**src/snake_pkg.sv**
```systemverilog
`default_nettype none

package snake_pkg;

	// #####################
	// grid and field widths
	// #####################
	localparam int X_W     = 5;
	localparam int Y_W     = 5;
	localparam int LEN_W   = 8;
	localparam int SCORE_W = 16;
	localparam int STEP_W  = 16;
	localparam int ADDR_W  = 8;

	typedef struct packed {
		logic [X_W-1:0] x;
		logic [Y_W-1:0] y;
	} cell_t;

	typedef enum logic [2:0] {
		DIR_NONE  = 3'd0,
		DIR_UP    = 3'd1,
		DIR_LEFT  = 3'd2,
		DIR_DOWN  = 3'd3,
		DIR_RIGHT = 3'd4
	} dir_t;

	// 0 slow, 1 medium, 2 fast
	typedef logic [1:0] speed_t;

	// step period in timer units, indexed by speed
	localparam int unsigned STEP_UNITS [0:2] = '{4, 2, 1};

	typedef struct packed {
		logic init;
		logic move;
		logic judge;
		logic running;
	} game_ctrl_t;

	typedef enum logic [2:0] {
		ST_IDLE     = 3'd0,
		ST_INIT     = 3'd1,
		ST_WAIT_DIR = 3'd2,
		ST_RUN      = 3'd3,
		ST_MOVE     = 3'd4,
		ST_JUDGE    = 3'd5,
		ST_OVER     = 3'd6
	} game_state_t;

	// #####################
	// register map
	// #####################
	localparam logic [ADDR_W-1:0] REG_CTRL   = 8'h00;
	localparam logic [ADDR_W-1:0] REG_DIR    = 8'h04;
	localparam logic [ADDR_W-1:0] REG_STATUS = 8'h08;
	localparam logic [ADDR_W-1:0] REG_SCORE  = 8'h0C;
	localparam logic [ADDR_W-1:0] REG_LENGTH = 8'h10;
	localparam logic [ADDR_W-1:0] REG_HEAD   = 8'h14;
	localparam logic [ADDR_W-1:0] REG_APPLE  = 8'h18;
	localparam logic [ADDR_W-1:0] REG_STEPS  = 8'h1C;

	// fixed cells, stride is wrapped by the grid size where it is used
	localparam cell_t START_CELL  = '{x: X_W'(2), y: Y_W'(2)};
	localparam cell_t APPLE_INIT  = '{x: X_W'(5), y: Y_W'(2)};
	localparam cell_t CAND_INIT   = '{x: X_W'(1), y: Y_W'(1)};
	localparam cell_t CAND_STRIDE = '{x: X_W'(7), y: Y_W'(5)};

endpackage

`default_nettype wire

```
**src/snake_apb_regs.sv**
```systemverilog
`timescale 1ns/1ps
`default_nettype none

module snake_apb_regs (
	input  logic                               clk,
	input  logic                               arst_n,
	input  logic                               psel,
	input  logic                               penable,
	input  logic                               pwrite,
	input  logic [snake_pkg::ADDR_W-1:0]       paddr,
	input  logic [31:0]                        pwdata,
	output logic [31:0]                        prdata,
	output logic                               pready,
	output logic                               pslverr,
	input  snake_pkg::game_state_t             state,
	input  logic [snake_pkg::SCORE_W-1:0]      score,
	input  logic [snake_pkg::SCORE_W-1:0]      hiscore,
	input  logic [snake_pkg::LEN_W-1:0]        length,
	input  snake_pkg::cell_t                   head,
	input  snake_pkg::cell_t                   apple,
	input  logic [snake_pkg::STEP_W-1:0]       steps,
	output logic                               start,
	output snake_pkg::speed_t                  speed,
	output snake_pkg::dir_t                    dir_req
);

	logic access;
	logic mapped;
	logic writable;
	logic wr_en;
	logic idle_or_over;
	logic [31:0] rdata;

	assign pready = 1'b1;
	assign access = psel && penable;

	always_comb begin
		mapped = 1'b1;
		writable = 1'b0;
		case (paddr)
			snake_pkg::REG_CTRL,
			snake_pkg::REG_DIR:    writable = 1'b1;
			snake_pkg::REG_STATUS,
			snake_pkg::REG_SCORE,
			snake_pkg::REG_LENGTH,
			snake_pkg::REG_HEAD,
			snake_pkg::REG_APPLE,
			snake_pkg::REG_STEPS:  writable = 1'b0;
			default:               mapped = 1'b0;
		endcase
	end

	assign pslverr = access && (!mapped || (pwrite && !writable));
	assign wr_en = access && pwrite && mapped && writable;
	assign idle_or_over = (state == snake_pkg::ST_IDLE) || (state == snake_pkg::ST_OVER);

	// ####################
	// control writes
	// ####################
	always_ff @(posedge clk or negedge arst_n) begin
		if (!arst_n) begin
			start <= 1'b0;
			speed <= '0;
			dir_req <= snake_pkg::DIR_NONE;
		end else begin
			start <= wr_en && (paddr == snake_pkg::REG_CTRL) && pwdata[0];
			// speed only changes between games
			if (wr_en && (paddr == snake_pkg::REG_CTRL) && pwdata[0] && idle_or_over)
				speed <= pwdata[2:1];
			// a new game waits for a fresh first direction
			if (state == snake_pkg::ST_INIT)
				dir_req <= snake_pkg::DIR_NONE;
			else if (wr_en && (paddr == snake_pkg::REG_DIR) && (pwdata[2:0] <= 3'd4))
				dir_req <= snake_pkg::dir_t'(pwdata[2:0]);
		end
	end

	// ####################
	// read mux
	// ####################
	always_comb begin
		rdata = '0;
		case (paddr)
			snake_pkg::REG_CTRL:   rdata[2:1] = speed;
			snake_pkg::REG_DIR:    rdata[2:0] = dir_req;
			snake_pkg::REG_STATUS: begin
				rdata[2:0] = state;
				rdata[3] = (state == snake_pkg::ST_OVER);
				rdata[4] = (state == snake_pkg::ST_RUN) || (state == snake_pkg::ST_MOVE) ||
					(state == snake_pkg::ST_JUDGE);
			end
			snake_pkg::REG_SCORE:  rdata = {hiscore, score};
			snake_pkg::REG_LENGTH: rdata[snake_pkg::LEN_W-1:0] = length;
			snake_pkg::REG_HEAD: begin
				rdata[snake_pkg::X_W-1:0] = head.x;
				rdata[16 +: snake_pkg::Y_W] = head.y;
			end
			snake_pkg::REG_APPLE: begin
				rdata[snake_pkg::X_W-1:0] = apple.x;
				rdata[16 +: snake_pkg::Y_W] = apple.y;
			end
			snake_pkg::REG_STEPS:  rdata[snake_pkg::STEP_W-1:0] = steps;
			default:               rdata = '0;
		endcase
	end

	// data only shows during a read access cycle
	assign prdata = (access && !pwrite) ? rdata : '0;

endmodule

`default_nettype wire

```
**src/snake_body.sv**
```systemverilog
`timescale 1ns/1ps
`default_nettype none

module snake_body #(
	parameter int GRID_W  = 16,
	parameter int GRID_H  = 12,
	parameter int MAX_LEN = 32
) (
	input  logic                        clk,
	input  logic                        arst_n,
	input  snake_pkg::game_ctrl_t       ctrl,
	input  snake_pkg::dir_t             dir_req,
	input  logic                        eaten,
	output snake_pkg::cell_t            head,
	output logic [snake_pkg::LEN_W-1:0] length,
	output logic                        wall_hit,
	output logic                        self_hit,
	output logic                        scan_done
);

	localparam logic [snake_pkg::X_W-1:0] X_LAST = snake_pkg::X_W'(GRID_W - 1);
	localparam logic [snake_pkg::Y_W-1:0] Y_LAST = snake_pkg::Y_W'(GRID_H - 1);

	// body segments behind the head, seg[1] is the neck
	snake_pkg::cell_t seg [1:MAX_LEN-1];
	snake_pkg::dir_t heading;
	snake_pkg::dir_t new_dir;
	snake_pkg::cell_t next_head;
	logic leave_grid;
	logic scanning;
	logic [snake_pkg::LEN_W-1:0] scan_idx;

	function automatic logic is_reverse(snake_pkg::dir_t a, snake_pkg::dir_t b);
		return ((a == snake_pkg::DIR_UP) && (b == snake_pkg::DIR_DOWN)) ||
			((a == snake_pkg::DIR_DOWN) && (b == snake_pkg::DIR_UP)) ||
			((a == snake_pkg::DIR_LEFT) && (b == snake_pkg::DIR_RIGHT)) ||
			((a == snake_pkg::DIR_RIGHT) && (b == snake_pkg::DIR_LEFT));
	endfunction

	// reversals and empty requests keep the old heading
	always_comb begin
		new_dir = heading;
		if ((dir_req != snake_pkg::DIR_NONE) && !is_reverse(dir_req, heading))
			new_dir = dir_req;
	end

	always_comb begin
		next_head = head;
		leave_grid = 1'b0;
		case (new_dir)
			snake_pkg::DIR_UP: begin
				leave_grid = (head.y == '0);
				next_head.y = head.y - 1'b1;
			end
			snake_pkg::DIR_DOWN: begin
				leave_grid = (head.y == Y_LAST);
				next_head.y = head.y + 1'b1;
			end
			snake_pkg::DIR_LEFT: begin
				leave_grid = (head.x == '0);
				next_head.x = head.x - 1'b1;
			end
			snake_pkg::DIR_RIGHT: begin
				leave_grid = (head.x == X_LAST);
				next_head.x = head.x + 1'b1;
			end
			default: ;
		endcase
	end

	// ####################
	// head, heading, length
	// ####################
	always_ff @(posedge clk or negedge arst_n) begin
		if (!arst_n) begin
			head <= '0;
			heading <= snake_pkg::DIR_NONE;
			length <= '0;
			wall_hit <= 1'b0;
		end else if (ctrl.init) begin
			head <= snake_pkg::START_CELL;
			heading <= snake_pkg::DIR_NONE;
			length <= snake_pkg::LEN_W'(1);
			wall_hit <= 1'b0;
		end else begin
			if (ctrl.move) begin
				heading <= new_dir;
				if (leave_grid)
					wall_hit <= 1'b1;
				else
					head <= next_head;
			end
			if (eaten && (length < MAX_LEN))
				length <= length + 1'b1;
		end
	end

	// shift register of segments, growth just exposes the old tail
	always_ff @(posedge clk) begin
		if (ctrl.move && !leave_grid) begin
			seg[1] <= head;
			for (int i = 2; i < MAX_LEN; i++)
				seg[i] <= seg[i-1];
		end
	end

	// ####################
	// self-collision scan
	// ####################
	always_ff @(posedge clk or negedge arst_n) begin
		if (!arst_n) begin
			scanning <= 1'b0;
			scan_idx <= '0;
			self_hit <= 1'b0;
			scan_done <= 1'b0;
		end else if (ctrl.init) begin
			scanning <= 1'b0;
			scan_idx <= '0;
			self_hit <= 1'b0;
			scan_done <= 1'b0;
		end else if (ctrl.judge) begin
			scanning <= 1'b1;
			scan_idx <= snake_pkg::LEN_W'(1);
			self_hit <= 1'b0;
			scan_done <= 1'b0;
		end else if (scanning) begin
			// one segment per cycle, a wall hit needs no scan
			if ((scan_idx >= length) || wall_hit) begin
				scanning <= 1'b0;
				scan_done <= 1'b1;
			end else begin
				if (seg[scan_idx] == head)
					self_hit <= 1'b1;
				scan_idx <= scan_idx + 1'b1;
			end
		end else begin
			scan_done <= 1'b0;
		end
	end

endmodule

`default_nettype wire

```
**src/snake_food.sv**
```systemverilog
`timescale 1ns/1ps
`default_nettype none

module snake_food #(
	parameter int GRID_W = 16,
	parameter int GRID_H = 12
) (
	input  logic                  clk,
	input  logic                  arst_n,
	input  snake_pkg::game_ctrl_t ctrl,
	input  snake_pkg::cell_t      head,
	output snake_pkg::cell_t      apple,
	output logic                  eaten
);

	localparam int STRIDE_X = int'(snake_pkg::CAND_STRIDE.x) % GRID_W;
	localparam int STRIDE_Y = int'(snake_pkg::CAND_STRIDE.y) % GRID_H;

	snake_pkg::cell_t cand;
	snake_pkg::cell_t cand_next;

	// stride is already below size, so one subtract wraps it
	function automatic int wrap_add(int value, int stride, int size);
		int sum;
		sum = value + stride;
		if (sum >= size)
			sum = sum - size;
		return sum;
	endfunction

	assign cand_next.x = snake_pkg::X_W'(wrap_add(int'(cand.x), STRIDE_X, GRID_W));
	assign cand_next.y = snake_pkg::Y_W'(wrap_add(int'(cand.y), STRIDE_Y, GRID_H));

	always_ff @(posedge clk or negedge arst_n) begin
		if (!arst_n) begin
			apple <= snake_pkg::APPLE_INIT;
			cand <= snake_pkg::CAND_INIT;
			eaten <= 1'b0;
		end else if (ctrl.init) begin
			apple <= snake_pkg::APPLE_INIT;
			cand <= snake_pkg::CAND_INIT;
			eaten <= 1'b0;
		end else begin
			eaten <= ctrl.judge && (head == apple);
			if (ctrl.move)
				cand <= cand_next;
			// apple may land on the body
			if (eaten)
				apple <= cand;
		end
	end

endmodule

`default_nettype wire

```
**src/snake_fsm.sv**
```systemverilog
`timescale 1ns/1ps
`default_nettype none

module snake_fsm (
	input  logic                   clk,
	input  logic                   arst_n,
	input  logic                   start,
	input  snake_pkg::dir_t        dir_req,
	input  logic                   step_tick,
	input  logic                   wall_hit,
	input  logic                   self_hit,
	input  logic                   scan_done,
	output snake_pkg::game_state_t state,
	output snake_pkg::game_ctrl_t  ctrl
);

	snake_pkg::game_state_t next_state;

	always_comb begin
		next_state = state;
		case (state)
			snake_pkg::ST_IDLE,
			snake_pkg::ST_OVER: begin
				if (start)
					next_state = snake_pkg::ST_INIT;
			end
			snake_pkg::ST_INIT:
				next_state = snake_pkg::ST_WAIT_DIR;
			snake_pkg::ST_WAIT_DIR: begin
				if (dir_req != snake_pkg::DIR_NONE)
					next_state = snake_pkg::ST_RUN;
			end
			snake_pkg::ST_RUN: begin
				if (step_tick)
					next_state = snake_pkg::ST_MOVE;
			end
			snake_pkg::ST_MOVE:
				next_state = snake_pkg::ST_JUDGE;
			snake_pkg::ST_JUDGE: begin
				// stay until the body scan has finished
				if (scan_done)
					next_state = (wall_hit || self_hit) ? snake_pkg::ST_OVER : snake_pkg::ST_RUN;
			end
			default:
				next_state = snake_pkg::ST_IDLE;
		endcase
	end

	// ctrl is registered alongside the state so both change on the same edge
	always_ff @(posedge clk or negedge arst_n) begin
		if (!arst_n) begin
			state <= snake_pkg::ST_IDLE;
			ctrl <= '0;
		end else begin
			state <= next_state;
			ctrl.init <= (next_state == snake_pkg::ST_INIT);
			ctrl.move <= (next_state == snake_pkg::ST_MOVE);
			// first judge cycle only
			ctrl.judge <= (next_state == snake_pkg::ST_JUDGE) && (state != snake_pkg::ST_JUDGE);
			ctrl.running <= (next_state == snake_pkg::ST_RUN);
		end
	end

endmodule

`default_nettype wire

```
**src/snake_score.sv**
```systemverilog
`timescale 1ns/1ps
`default_nettype none

module snake_score (
	input  logic                          clk,
	input  logic                          arst_n,
	input  snake_pkg::game_ctrl_t         ctrl,
	input  logic                          eaten,
	output logic [snake_pkg::SCORE_W-1:0] score,
	output logic [snake_pkg::SCORE_W-1:0] hiscore
);

	logic [snake_pkg::SCORE_W-1:0] score_inc;

	assign score_inc = score + 1'b1;

	always_ff @(posedge clk or negedge arst_n) begin
		if (!arst_n) begin
			score <= '0;
			hiscore <= '0;
		end else if (ctrl.init) begin
			// hiscore carries over to the next game
			score <= '0;
		end else if (eaten) begin
			score <= score_inc;
			if (score_inc > hiscore)
				hiscore <= score_inc;
		end
	end

endmodule

`default_nettype wire

```
**src/snake_step_timer.sv**
```systemverilog
`timescale 1ns/1ps
`default_nettype none

module snake_step_timer #(
	parameter int TICK_DIV = 4
) (
	input  logic                         clk,
	input  logic                         arst_n,
	input  snake_pkg::game_ctrl_t        ctrl,
	input  snake_pkg::speed_t            speed,
	output logic                         step_tick,
	output logic [snake_pkg::STEP_W-1:0] steps
);

	localparam int PRE_W = $clog2(TICK_DIV + 1);

	logic [PRE_W-1:0] pre_cnt;
	logic [2:0] unit_cnt;
	logic [2:0] unit_last;
	logic pre_wrap;

	// speed code 3 runs as fast
	assign unit_last = 3'(snake_pkg::STEP_UNITS[(speed > 2'd2) ? 2'd2 : speed] - 1);
	assign pre_wrap = (pre_cnt == PRE_W'(TICK_DIV - 1));
	assign step_tick = ctrl.running && pre_wrap && (unit_cnt == unit_last);

	always_ff @(posedge clk or negedge arst_n) begin
		if (!arst_n) begin
			pre_cnt <= '0;
			unit_cnt <= '0;
		end else if (!ctrl.running) begin
			// restart from zero on every entry to run
			pre_cnt <= '0;
			unit_cnt <= '0;
		end else if (pre_wrap) begin
			pre_cnt <= '0;
			unit_cnt <= (unit_cnt == unit_last) ? 3'd0 : unit_cnt + 3'd1;
		end else begin
			pre_cnt <= pre_cnt + 1'b1;
		end
	end

	always_ff @(posedge clk or negedge arst_n) begin
		if (!arst_n)
			steps <= '0;
		else if (ctrl.init)
			steps <= '0;
		else if (ctrl.move)
			steps <= steps + 1'b1;
	end

endmodule

`default_nettype wire

```
**src/snake_top.sv**
```systemverilog
`timescale 1ns/1ps
`default_nettype none

module snake_top #(
	parameter int GRID_W   = 16,
	parameter int GRID_H   = 12,
	parameter int MAX_LEN  = 32,
	parameter int TICK_DIV = 4
) (
	input  logic                         clk,
	input  logic                         arst_n,
	input  logic                         psel,
	input  logic                         penable,
	input  logic                         pwrite,
	input  logic [snake_pkg::ADDR_W-1:0] paddr,
	input  logic [31:0]                  pwdata,
	output logic [31:0]                  prdata,
	output logic                         pready,
	output logic                         pslverr
);

	snake_pkg::game_state_t state;
	snake_pkg::game_ctrl_t ctrl;
	snake_pkg::speed_t speed;
	snake_pkg::dir_t dir_req;
	snake_pkg::cell_t head;
	snake_pkg::cell_t apple;
	logic start;
	logic step_tick;
	logic wall_hit;
	logic self_hit;
	logic scan_done;
	logic eaten;
	logic [snake_pkg::STEP_W-1:0] steps;
	logic [snake_pkg::LEN_W-1:0] length;
	logic [snake_pkg::SCORE_W-1:0] score;
	logic [snake_pkg::SCORE_W-1:0] hiscore;

	// host side
	snake_apb_regs i_regs (
		.clk(clk), .arst_n(arst_n),
		.psel(psel), .penable(penable), .pwrite(pwrite), .paddr(paddr), .pwdata(pwdata),
		.prdata(prdata), .pready(pready), .pslverr(pslverr),
		.state(state), .score(score), .hiscore(hiscore), .length(length),
		.head(head), .apple(apple), .steps(steps),
		.start(start), .speed(speed), .dir_req(dir_req)
	);

	snake_fsm i_fsm (
		.clk(clk), .arst_n(arst_n),
		.start(start), .dir_req(dir_req), .step_tick(step_tick),
		.wall_hit(wall_hit), .self_hit(self_hit), .scan_done(scan_done),
		.state(state), .ctrl(ctrl)
	);

	snake_step_timer #(.TICK_DIV(TICK_DIV)) i_timer (
		.clk(clk), .arst_n(arst_n),
		.ctrl(ctrl), .speed(speed), .step_tick(step_tick), .steps(steps)
	);

	// game data
	snake_body #(.GRID_W(GRID_W), .GRID_H(GRID_H), .MAX_LEN(MAX_LEN)) i_body (
		.clk(clk), .arst_n(arst_n),
		.ctrl(ctrl), .dir_req(dir_req), .eaten(eaten),
		.head(head), .length(length), .wall_hit(wall_hit), .self_hit(self_hit),
		.scan_done(scan_done)
	);

	snake_food #(.GRID_W(GRID_W), .GRID_H(GRID_H)) i_food (
		.clk(clk), .arst_n(arst_n),
		.ctrl(ctrl), .head(head), .apple(apple), .eaten(eaten)
	);

	snake_score i_score (
		.clk(clk), .arst_n(arst_n),
		.ctrl(ctrl), .eaten(eaten), .score(score), .hiscore(hiscore)
	);

endmodule

`default_nettype wire

```
**config.mk**
```make
export PLATFORM = sky130hd
export DESIGN_NAME = snake_top
export DESIGN_NICKNAME = d
export VERILOG_FILES = /design/src/snake_pkg.sv /design/src/snake_apb_regs.sv /design/src/snake_body.sv /design/src/snake_food.sv /design/src/snake_fsm.sv /design/src/snake_score.sv /design/src/snake_step_timer.sv /design/src/snake_top.sv
export SDC_FILE = /design/constraint.sdc
export NUM_CORES = 1
export LEC_CHECK = 0
export BUFFER_PORTS_ARGS = -buffer_cell sky130_fd_sc_hd__buf_2
export CAP_MARGIN = 10
export CORE_UTILIZATION = 40
export DETAILED_ROUTE_END_ITERATION = 8
export GPL_TIMING_DRIVEN = 0
export PLACE_DENSITY = 0.6
export SLEW_MARGIN = 20
export SYNTH_ARGS = -nofsm -noshare
export SYNTH_HDL_FRONTEND = slang
export SYNTH_SLANG_ARGS = --single-unit
export TNS_END_PERCENT = 30
```
**constraint.sdc**
```tcl
create_clock -name clk -period 43 [get_ports clk]
set_input_delay 6.45 -clock clk [delete_from_list [all_inputs] [get_ports clk]]
set_output_delay 6.45 -clock clk [all_outputs]
set_load 0.05 [all_outputs]
```
==> results of run 1 <==
per-layer routing:
layer / global-route usage (%) / share of wire (%) / vias to the layer above
li1: - / - / 5509
met4: 6.29 / 2.7 / 0
met2: 29.4 / 46 / 378
met1: 26.5 / 45 / 6116
met3: 3.27 / 6.4 / 84
met5: 0 / 0 / -
where the power goes:
group / total (uW) / leakage [uW] / switching, uW / internal [uW]
sequential: 442 / 0.00362 / 0.322 / 441
clock: 400 / 0.000743 / 169 / 230
combinational: 6.60 / 0.00295 / 4.74 / 1.85
worst min-delay path by stage:
stage	startpoint	to	slack [ns]	cells past startpoint
2_1_floorplan	i_timer.pre_cnt[0]	i_timer.pre_cnt[0]	0.41	1
3_3_place_gp	i_body.seg[26][7]	i_body.seg[27][7]	0.42	0
3_5_place_dp	i_body.seg[8][8]	i_body.seg[9][8]	0.43	0
4_1_cts	i_body.seg[24][0]	i_body.seg[25][0]	0.42	0
5_1_grt	i_body.seg[24][0]	i_body.seg[25][0]	0.44	0
6_report	i_body.seg[24][0]	i_body.seg[25][0]	0.42	0
cell families after synthesis:
logic type                 Yosys count  synth area share, %
adders and majority gates           42                 2.79
other                                1               0.0193
buffers and inverters              121                 2.52
muxes                              150                 11.1
xor gates and xnor gates            85                 3.84
AOI/OAI and AO/OA                  222                 7.63
and+or+nand+nor                    347                 8.50
DFF                                431                 63.6
final cells by class:
type	count	area share, %
multi-input cells	847	29.5
well taps	615	3.45
repair buffers	61	2.63
plain buffers	73	1.39
flip-flops and latches	431	55.4
clock buffers	60	5.59
inverters	48	0.809
clock inverters	28	1.19
layout by cell type (no fill, tap or decap), drive strengths merged, types with 11 or more instances in the layout:
cell and n:
and3 13, a21oi 63, a221oi 16, clkbuf 111, a22oi 32, nand2b 12, ha 40, xnor2 28
nor3 25, mux2i 72, nand4 17, buf 83, edfxtp 310, or3 11, xor2 57, inv 50
nand2 63, nor2 136, mux2 29, clkinv 22, nand3 28, dfrtp 116, mux4 49, o21ai 43
sequential cells by signal, summed over array words and instances (netlist names), 10 cells and up:
signal,flops
i_body.head,10
i_score.hiscore,16
i_timer.steps,16
i_food.cand,10
i_score.score,16
i_body.seg,310
i_food.apple,10
per-stage QoR:
stage / cell area, sq um / worst slack (ns) / hold WS [ns] / util, %
finish: 22300 / 27.27 / 0.419 / 46.7
global route: 22300 / 27.04 / 0.439 / 46.7
CTS: 22300 / 27.29 / 0.420 / 46.7
detailed placement: 20800 / 27.32 / 0.430 / 43.5
global placement: 20400 / 22.87 / 0.423 / 42.7
floorplan: 19400 / 27.39 / 0.409 / -
==> summary.txt, run 1 <==
Flow run
  • Max-cap violations: 0

STA
  • Clk_skew: around 0.028 ns
  • Hold Violations, Final: 0
  • Normalized max-slew margin: a little over a fifth
  • Final Max Tran Viols: 0
  • Final min period: between 15 and 20 ns
  • Setup TNS after final layout: 0 ns
  • Finish-stage setup viols: 0
  • RSZ-0062 raised after global routing: no
  • Fin crit share: 36.6%
  • F_max: about 64 MHz
  • Slew @ Worst Pin: between 1 and 1.5 ns

Synthesis
  • Syn Area/Cell: 13.9 sq um
  • Synth warn: 0
  • Top FF cell, synth: edfxtp_1
  • Top cells by area, synth: edfxtp_1 48%, dfrtp_1 15%, mux4_2 5.6%
  • Net Count, Synth: 1486
  • Post-synth ARST share: between 20 and 30%
  • Register area share after synthesis: between 60% and 70%
  • Cell with the most instances after synthesis: edfxtp_1
  • Synth cell types: 74
  • Yosys reg bits: ~430
  • Cell taking the most area after synthesis: edfxtp_1
  • Syn Inst Count: between 1000 and 1500
  • Commonest cells in the synthesized netlist: 310 x edfxtp_1, 136 x nor2_1, 116 x dfrtp_1, 72 x mux2i_1
  • Area share of the largest cell type after synthesis: about 48%
  • Mapped Area: 19400 sq um
  • Post-synth EDFFs: 310

Clock network
  • Clock Path Buffers: 3
  • CTS sink cnt: 431
  • Clock-pin transition on the worst setup and hold timing paths: about 0.06 ns
  • # hold bufs at CTS: 0
  • Post-CTS setup buffers: 0
  • Num CTS Buffers: between 40 and 50
  • Root Buffer: clkbuf_16
  • CTS tree: yes
  • Max H-tree Level: 2
  • Worst-Skew Late Latency: slightly below 0.6 ns
  • PostCTS Resize Cnt: 0

Setup path
  • Crit path from: paddr[0]
  • CP Data Required Time: 36.55 ns
  • CP endpoint: prdata[27]
  • FF-to-FF setup slack: approximately 38 ns
  • CP Depth: 10
  • Nature of the critical path startpoint: primary input
  • Buffer and inverter count on the worst path: 5
  • Crit Path Class: in -> out
  • CP endpoint kind: output pin
  • Worst Path Arrival: 9.28 ns
  • Crit path cell chain: buf_2, or4_1, nor2_1, nand2_1, nor2_1, clkbuf_1, inv_1, clkbuf_1, nor3_1, buf_2
  • Crit path largest cell delay: around 0.53 ns
  • FF-to-FF Start: i_score.score[0]
  • Highest-delay cell along the critical path: or4_1
  • Worst R2R End: i_score.hiscore[13]
  • Worst reg-to-reg path cell count: 18
  • CP max FO: 10
  • Delay-heaviest family, CP: simple AND/OR/NAND/NOR gates

Power
  • Peak supply drop: 26.4 uV
  • Overall Power: between 800 and 900 uW
  • PwrDens: 38.1 nW/um^2
  • P_leak: around 0.0073 uW

Global routing
  • Largest net degree at the start of global routing: 78
  • Antenna violations before repair: 0
  • Total gr overflow: 0
  • Vias in the first global route: about 12000
  • Aggregate global-route resource usage: 18.8%
  • First-pass GRT wire length: 71.3 mm

Die
  • Core Rows: 80
  • Die height: 222 um
  • Die area: a little under 50000 sq um
  • Core footprint: ~48000 sq um
  • Chip width: between 200 and 250 um
  • I/O pin total: just under 80
  • Initial Util: between 40% and 50%

Routing
  • Final ANT Viol Nets: 0
  • Initial DRC Count: 1097
  • # DRC: 0
  • Total wire length: ~46 mm
  • TritonRoute pass-1 iters: 5
  • Via/cell ratio: 5.59
  • Wire length per cell: approximately 21 um
  • DR vias: around 12000

Min path
  • HP Class: reg -> reg

Placed design
  • Detail Placement HPWL: slightly above 30 mm
  • RePlAce Congestion: between 0.8 and 0.9
  • Buffers on Ports: 47
  • Placed cell count: ~2100

Final layout
  • Area growth syn-to-layout: 14.8%
  • Area of the multi-input gates: between 6000 and 7000 sq um
  • Final Non-Filler Cells: 2163
  • Inserted Diodes: 0
  • Share of cells above drive strength 1: 15.3%
  • Fill cell count: 4191
  • FF/Latch Area: 12300 sq um
  • Final #Nets: about 1600

Status
  • Status: complete, no violations
(Power assumes the default switching activity.)
==> inputs of run 2 (changes only) <==
Settings changed: PLACE_DENSITY 0.6 to 0.62.
Clock period 43 ns to 13.7 ns, I/O delays scaled along.
==> run 2 against run 1 <==
- sequential power rose to 3.1 times the previous value
- power rose to 3.2 times the previous value
- core utilization about the same
- global-route usage up 0.14 points
- wire length up 0.47%
- cell count about the same
- worst setup slack worse by 20 ns
- sequential share of layout area about the same
- non-clock buffer count down 1
- register-to-register slack worse by 29 ns
- die area unchanged
- critical path type unchanged
- largest cell class unchanged
==> summary.txt, run 2 (same netlist as run 1, synthesis figures left out) <==
Status
  • Status: complete, no violations

Final layout
  • Commonest cells after routing, fill and taps aside: 310 x edfxtp_1, 135 x nor2_1, 116 x dfrtp_1, 72 x mux2i_1, 64 x clkbuf_1
  • Inserted Diodes: 0 (unchanged)
  • Area growth syn-to-layout: 14.9% (about the same)
  • Share of cells above drive strength 1: 15.1% (-0.18 points)
  • Max reg flops: 310 (unchanged)
  • Final #Nets: 1595 (-0.13%)
  • Fill cell count: 4149 (-1.0%)
  • Reg with most FFs: i_body.seg
  • Final core occ: 46.7% (about the same)
  • Most common library cell in the layout ignoring fill and taps: edfxtp_1

Routing
  • Wire length per cell: 21.3 um (+0.51%)
  • Final ANT Viol Nets: 0 (unchanged)
  • Initial DRC Count: 1170 (+6.7%)
  • # DRC: 0 (unchanged)
  • Via/cell ratio: 5.66 (+1.2%)
  • DR vias: 12200 (+1.2%)
  • Total wire length: 46.0 mm (+0.47%)
  • TritonRoute pass-1 iters: 5 (unchanged)

Power
  • Combinational power share: 0.7% (about the same)
  • Clock power frac: 47.9% (+0.8 points)
  • Pint: 2150 uW (+220%)
  • Seq pwr share: 51.3% (-0.8 points)
  • Sw Share: 20.4% (-0.14 points)
  • Overall Power: 2700 uW (+220%)
  • PwrDens: 121 nW/um^2 (+220%)
  • Psw: 551 uW (+220%)
  • Peak supply drop: 88.6 uV (+240%)
  • P_leak: 0.00731 uW (about the same)

Clock network
  • Worst-Skew Late Latency: 0.60 ns (about the same)
  • Max H-tree Level: 2 (unchanged)
  • # hold bufs at CTS: 0 (unchanged)
  • Num CTS Buffers: 47 (-2.1%)
  • CTS tree: yes
  • Clock-pin transition on the worst setup and hold timing paths: 0.06 ns (about the same)
  • PostCTS Resize Cnt: 0 (unchanged)
  • CTS sink cnt: 431 (unchanged)
  • Root Buffer: clkbuf_16
  • Clock Path Buffers: 3 (unchanged)
  • Post-CTS setup buffers: 0 (unchanged)

Setup path
  • Crit path largest cell delay: 0.52 ns (about the same)
  • Nature of the critical path startpoint: primary input
  • Buffer and inverter count on the worst path: 5 (unchanged)
  • FF-to-FF setup slack: 9.05 ns (-29.23 ns)
  • CP max FO: 10 (unchanged)
  • Highest-delay cell along the critical path: or4_1
  • Crit Path Class: in -> out
  • Delay-heaviest family, CP: simple AND/OR/NAND/NOR gates
  • CP endpoint kind: output pin
  • CP Data Required Time: 11.64 ns (-24.91 ns)
  • Worst Path Arrival: 4.85 ns (-4.43 ns)
  • Crit path cell chain: buf_2, or4_1, nor2_1, nand2_1, nor2_1, clkbuf_1, inv_1, clkbuf_1, nor3_1, buf_2

Die
  • Chip width: 222 um (unchanged)
  • Core Rows: 80 (unchanged)
  • Die area: 49400 sq um (unchanged)
  • Initial Util: 40.6% (unchanged)
  • Core footprint: 47700 sq um (unchanged)
  • Die height: 222 um (unchanged)
  • I/O pin total: 79 (unchanged)

Global routing
  • Vias in the first global route: 12300 (+0.44%)
  • Total gr overflow: 0 (unchanged)
  • Largest net degree at the start of global routing: 70 (-10%)
  • Aggregate global-route resource usage: 18.9% (+0.14 points)
  • Antenna violations before repair: 0 (unchanged)
  • First-pass GRT wire length: 72.5 mm (+1.7%)

STA
  • Setup ws final: 6.80 ns (-20.47 ns)
  • F_max: 145 MHz
  • Clk_skew: 0.0252 ns (-0.00315 ns)
  • Fin crit share: between 50% and 60%
  • Final Max Tran Viols: 0 (unchanged)
  • Final min period: 6.90 ns
  • Finish-stage setup viols: 0 (unchanged)
  • RSZ-0062 raised after global routing: no
  • Normalized max-slew margin: 28.0% (+6.4 points)
  • Hold Violations, Final: 0 (unchanged)
  • Setup TNS after final layout: 0 ns (unchanged)
  • Final hold slack: 0.432 ns (+0.0132 ns)
  • Slew @ Worst Pin: 1.08 ns (-0.0963 ns)

Min path
  • HP Class: reg -> reg

Placed design
  • Post-place setup slack: 6.81 ns (-20.51 ns)
  • RePlAce Congestion: 0.880 (+3.2%)
  • Buffers on Ports: 47 (unchanged)
  • Detail Placement HPWL: 30.8 mm (-0.28%)

Flow run
  • Max-cap violations: 0 (unchanged)
==> run 2: layout make-up <==
class / instances / area [sq um] / area share [%]
plain buffers: 73 / 309 / 1.39
clock buffers: 64 / 1290 / 5.79
clock inverters: 24 / 275 / 1.24
inverters: 48 / 180 / 0.808
multi-input cells: 847 / 6580 / 29.5
flip-flops and latches: 431 / 12300 / 55.4
well taps: 615 / 769 / 3.45
repair buffers: 60 / 539 / 2.42
==> run 2: layer usage <==
layer / global-route usage, % / routed length (um)
met1: 27.4 / 20900
met2: 29.6 / 21200
met3: 2.95 / 2990
met4: 5.20 / 903
met5: 0 / 0
==> run 2: worst paths after layout <==
path / from / end / cells past startpoint
setup reg to reg: i_score.score[0] / i_score.hiscore[11] / 18
min in group asynchronous: arst_n / i_score.hiscore[13] / 1
setup / recovery: paddr[0] / prdata[21] / 10
hold / removal: i_body.seg[12][5] / i_body.seg[13][5] / 0
hold reg to reg: i_body.seg[12][5] / i_body.seg[13][5] / 0
max in group asynchronous: arst_n / i_regs.start / 2
==> run 2: worst register-to-register path: stages, from the launching register on <==
cell and delay (ns):
dfrtp_1 0.49, ha_1 0.24, and3_1 0.22, and3_1 0.23, and3_1 0.23, and3_1 0.27, nand3_1 0.20, nor2_1 0.18
xor2_1 0.29, ha_1 0.21, nand3_1 0.08, nor3_1 0.17, a21oi_1 0.13, nand3_1 0.12, a21oi_1 0.04, and3b_1 0.21
clkbuf_1 0.30, buf_1 0.52, mux2_2 0.41
==> run 2: power by group through the flow <==
stage / Clock, uW / Combinational, uW / Sequential [uW]
6_report: 1290 / 20.2 / 1390
3_5_place_dp: 0 / 20.7 / 1410
4_1_cts: 1320 / 20.8 / 1390
3_3_place_gp: 0 / 19.2 / 1410
2_1_floorplan: 0 / 7.73 / 1410
5_1_grt: 1370 / 23.2 / 1390
==> run 2: through the flow <==
| step | cell area (sq um) | instances |
|---|---|---|
| after floorplan | 19400 | 1399 |
| after global placement | 20400 | 2061 |
| after detailed placement | 20700 | 2074 |
| after CTS | 22300 | 2162 |
| after global routing | 22300 | 2162 |
| final | 22300 | 2162 |
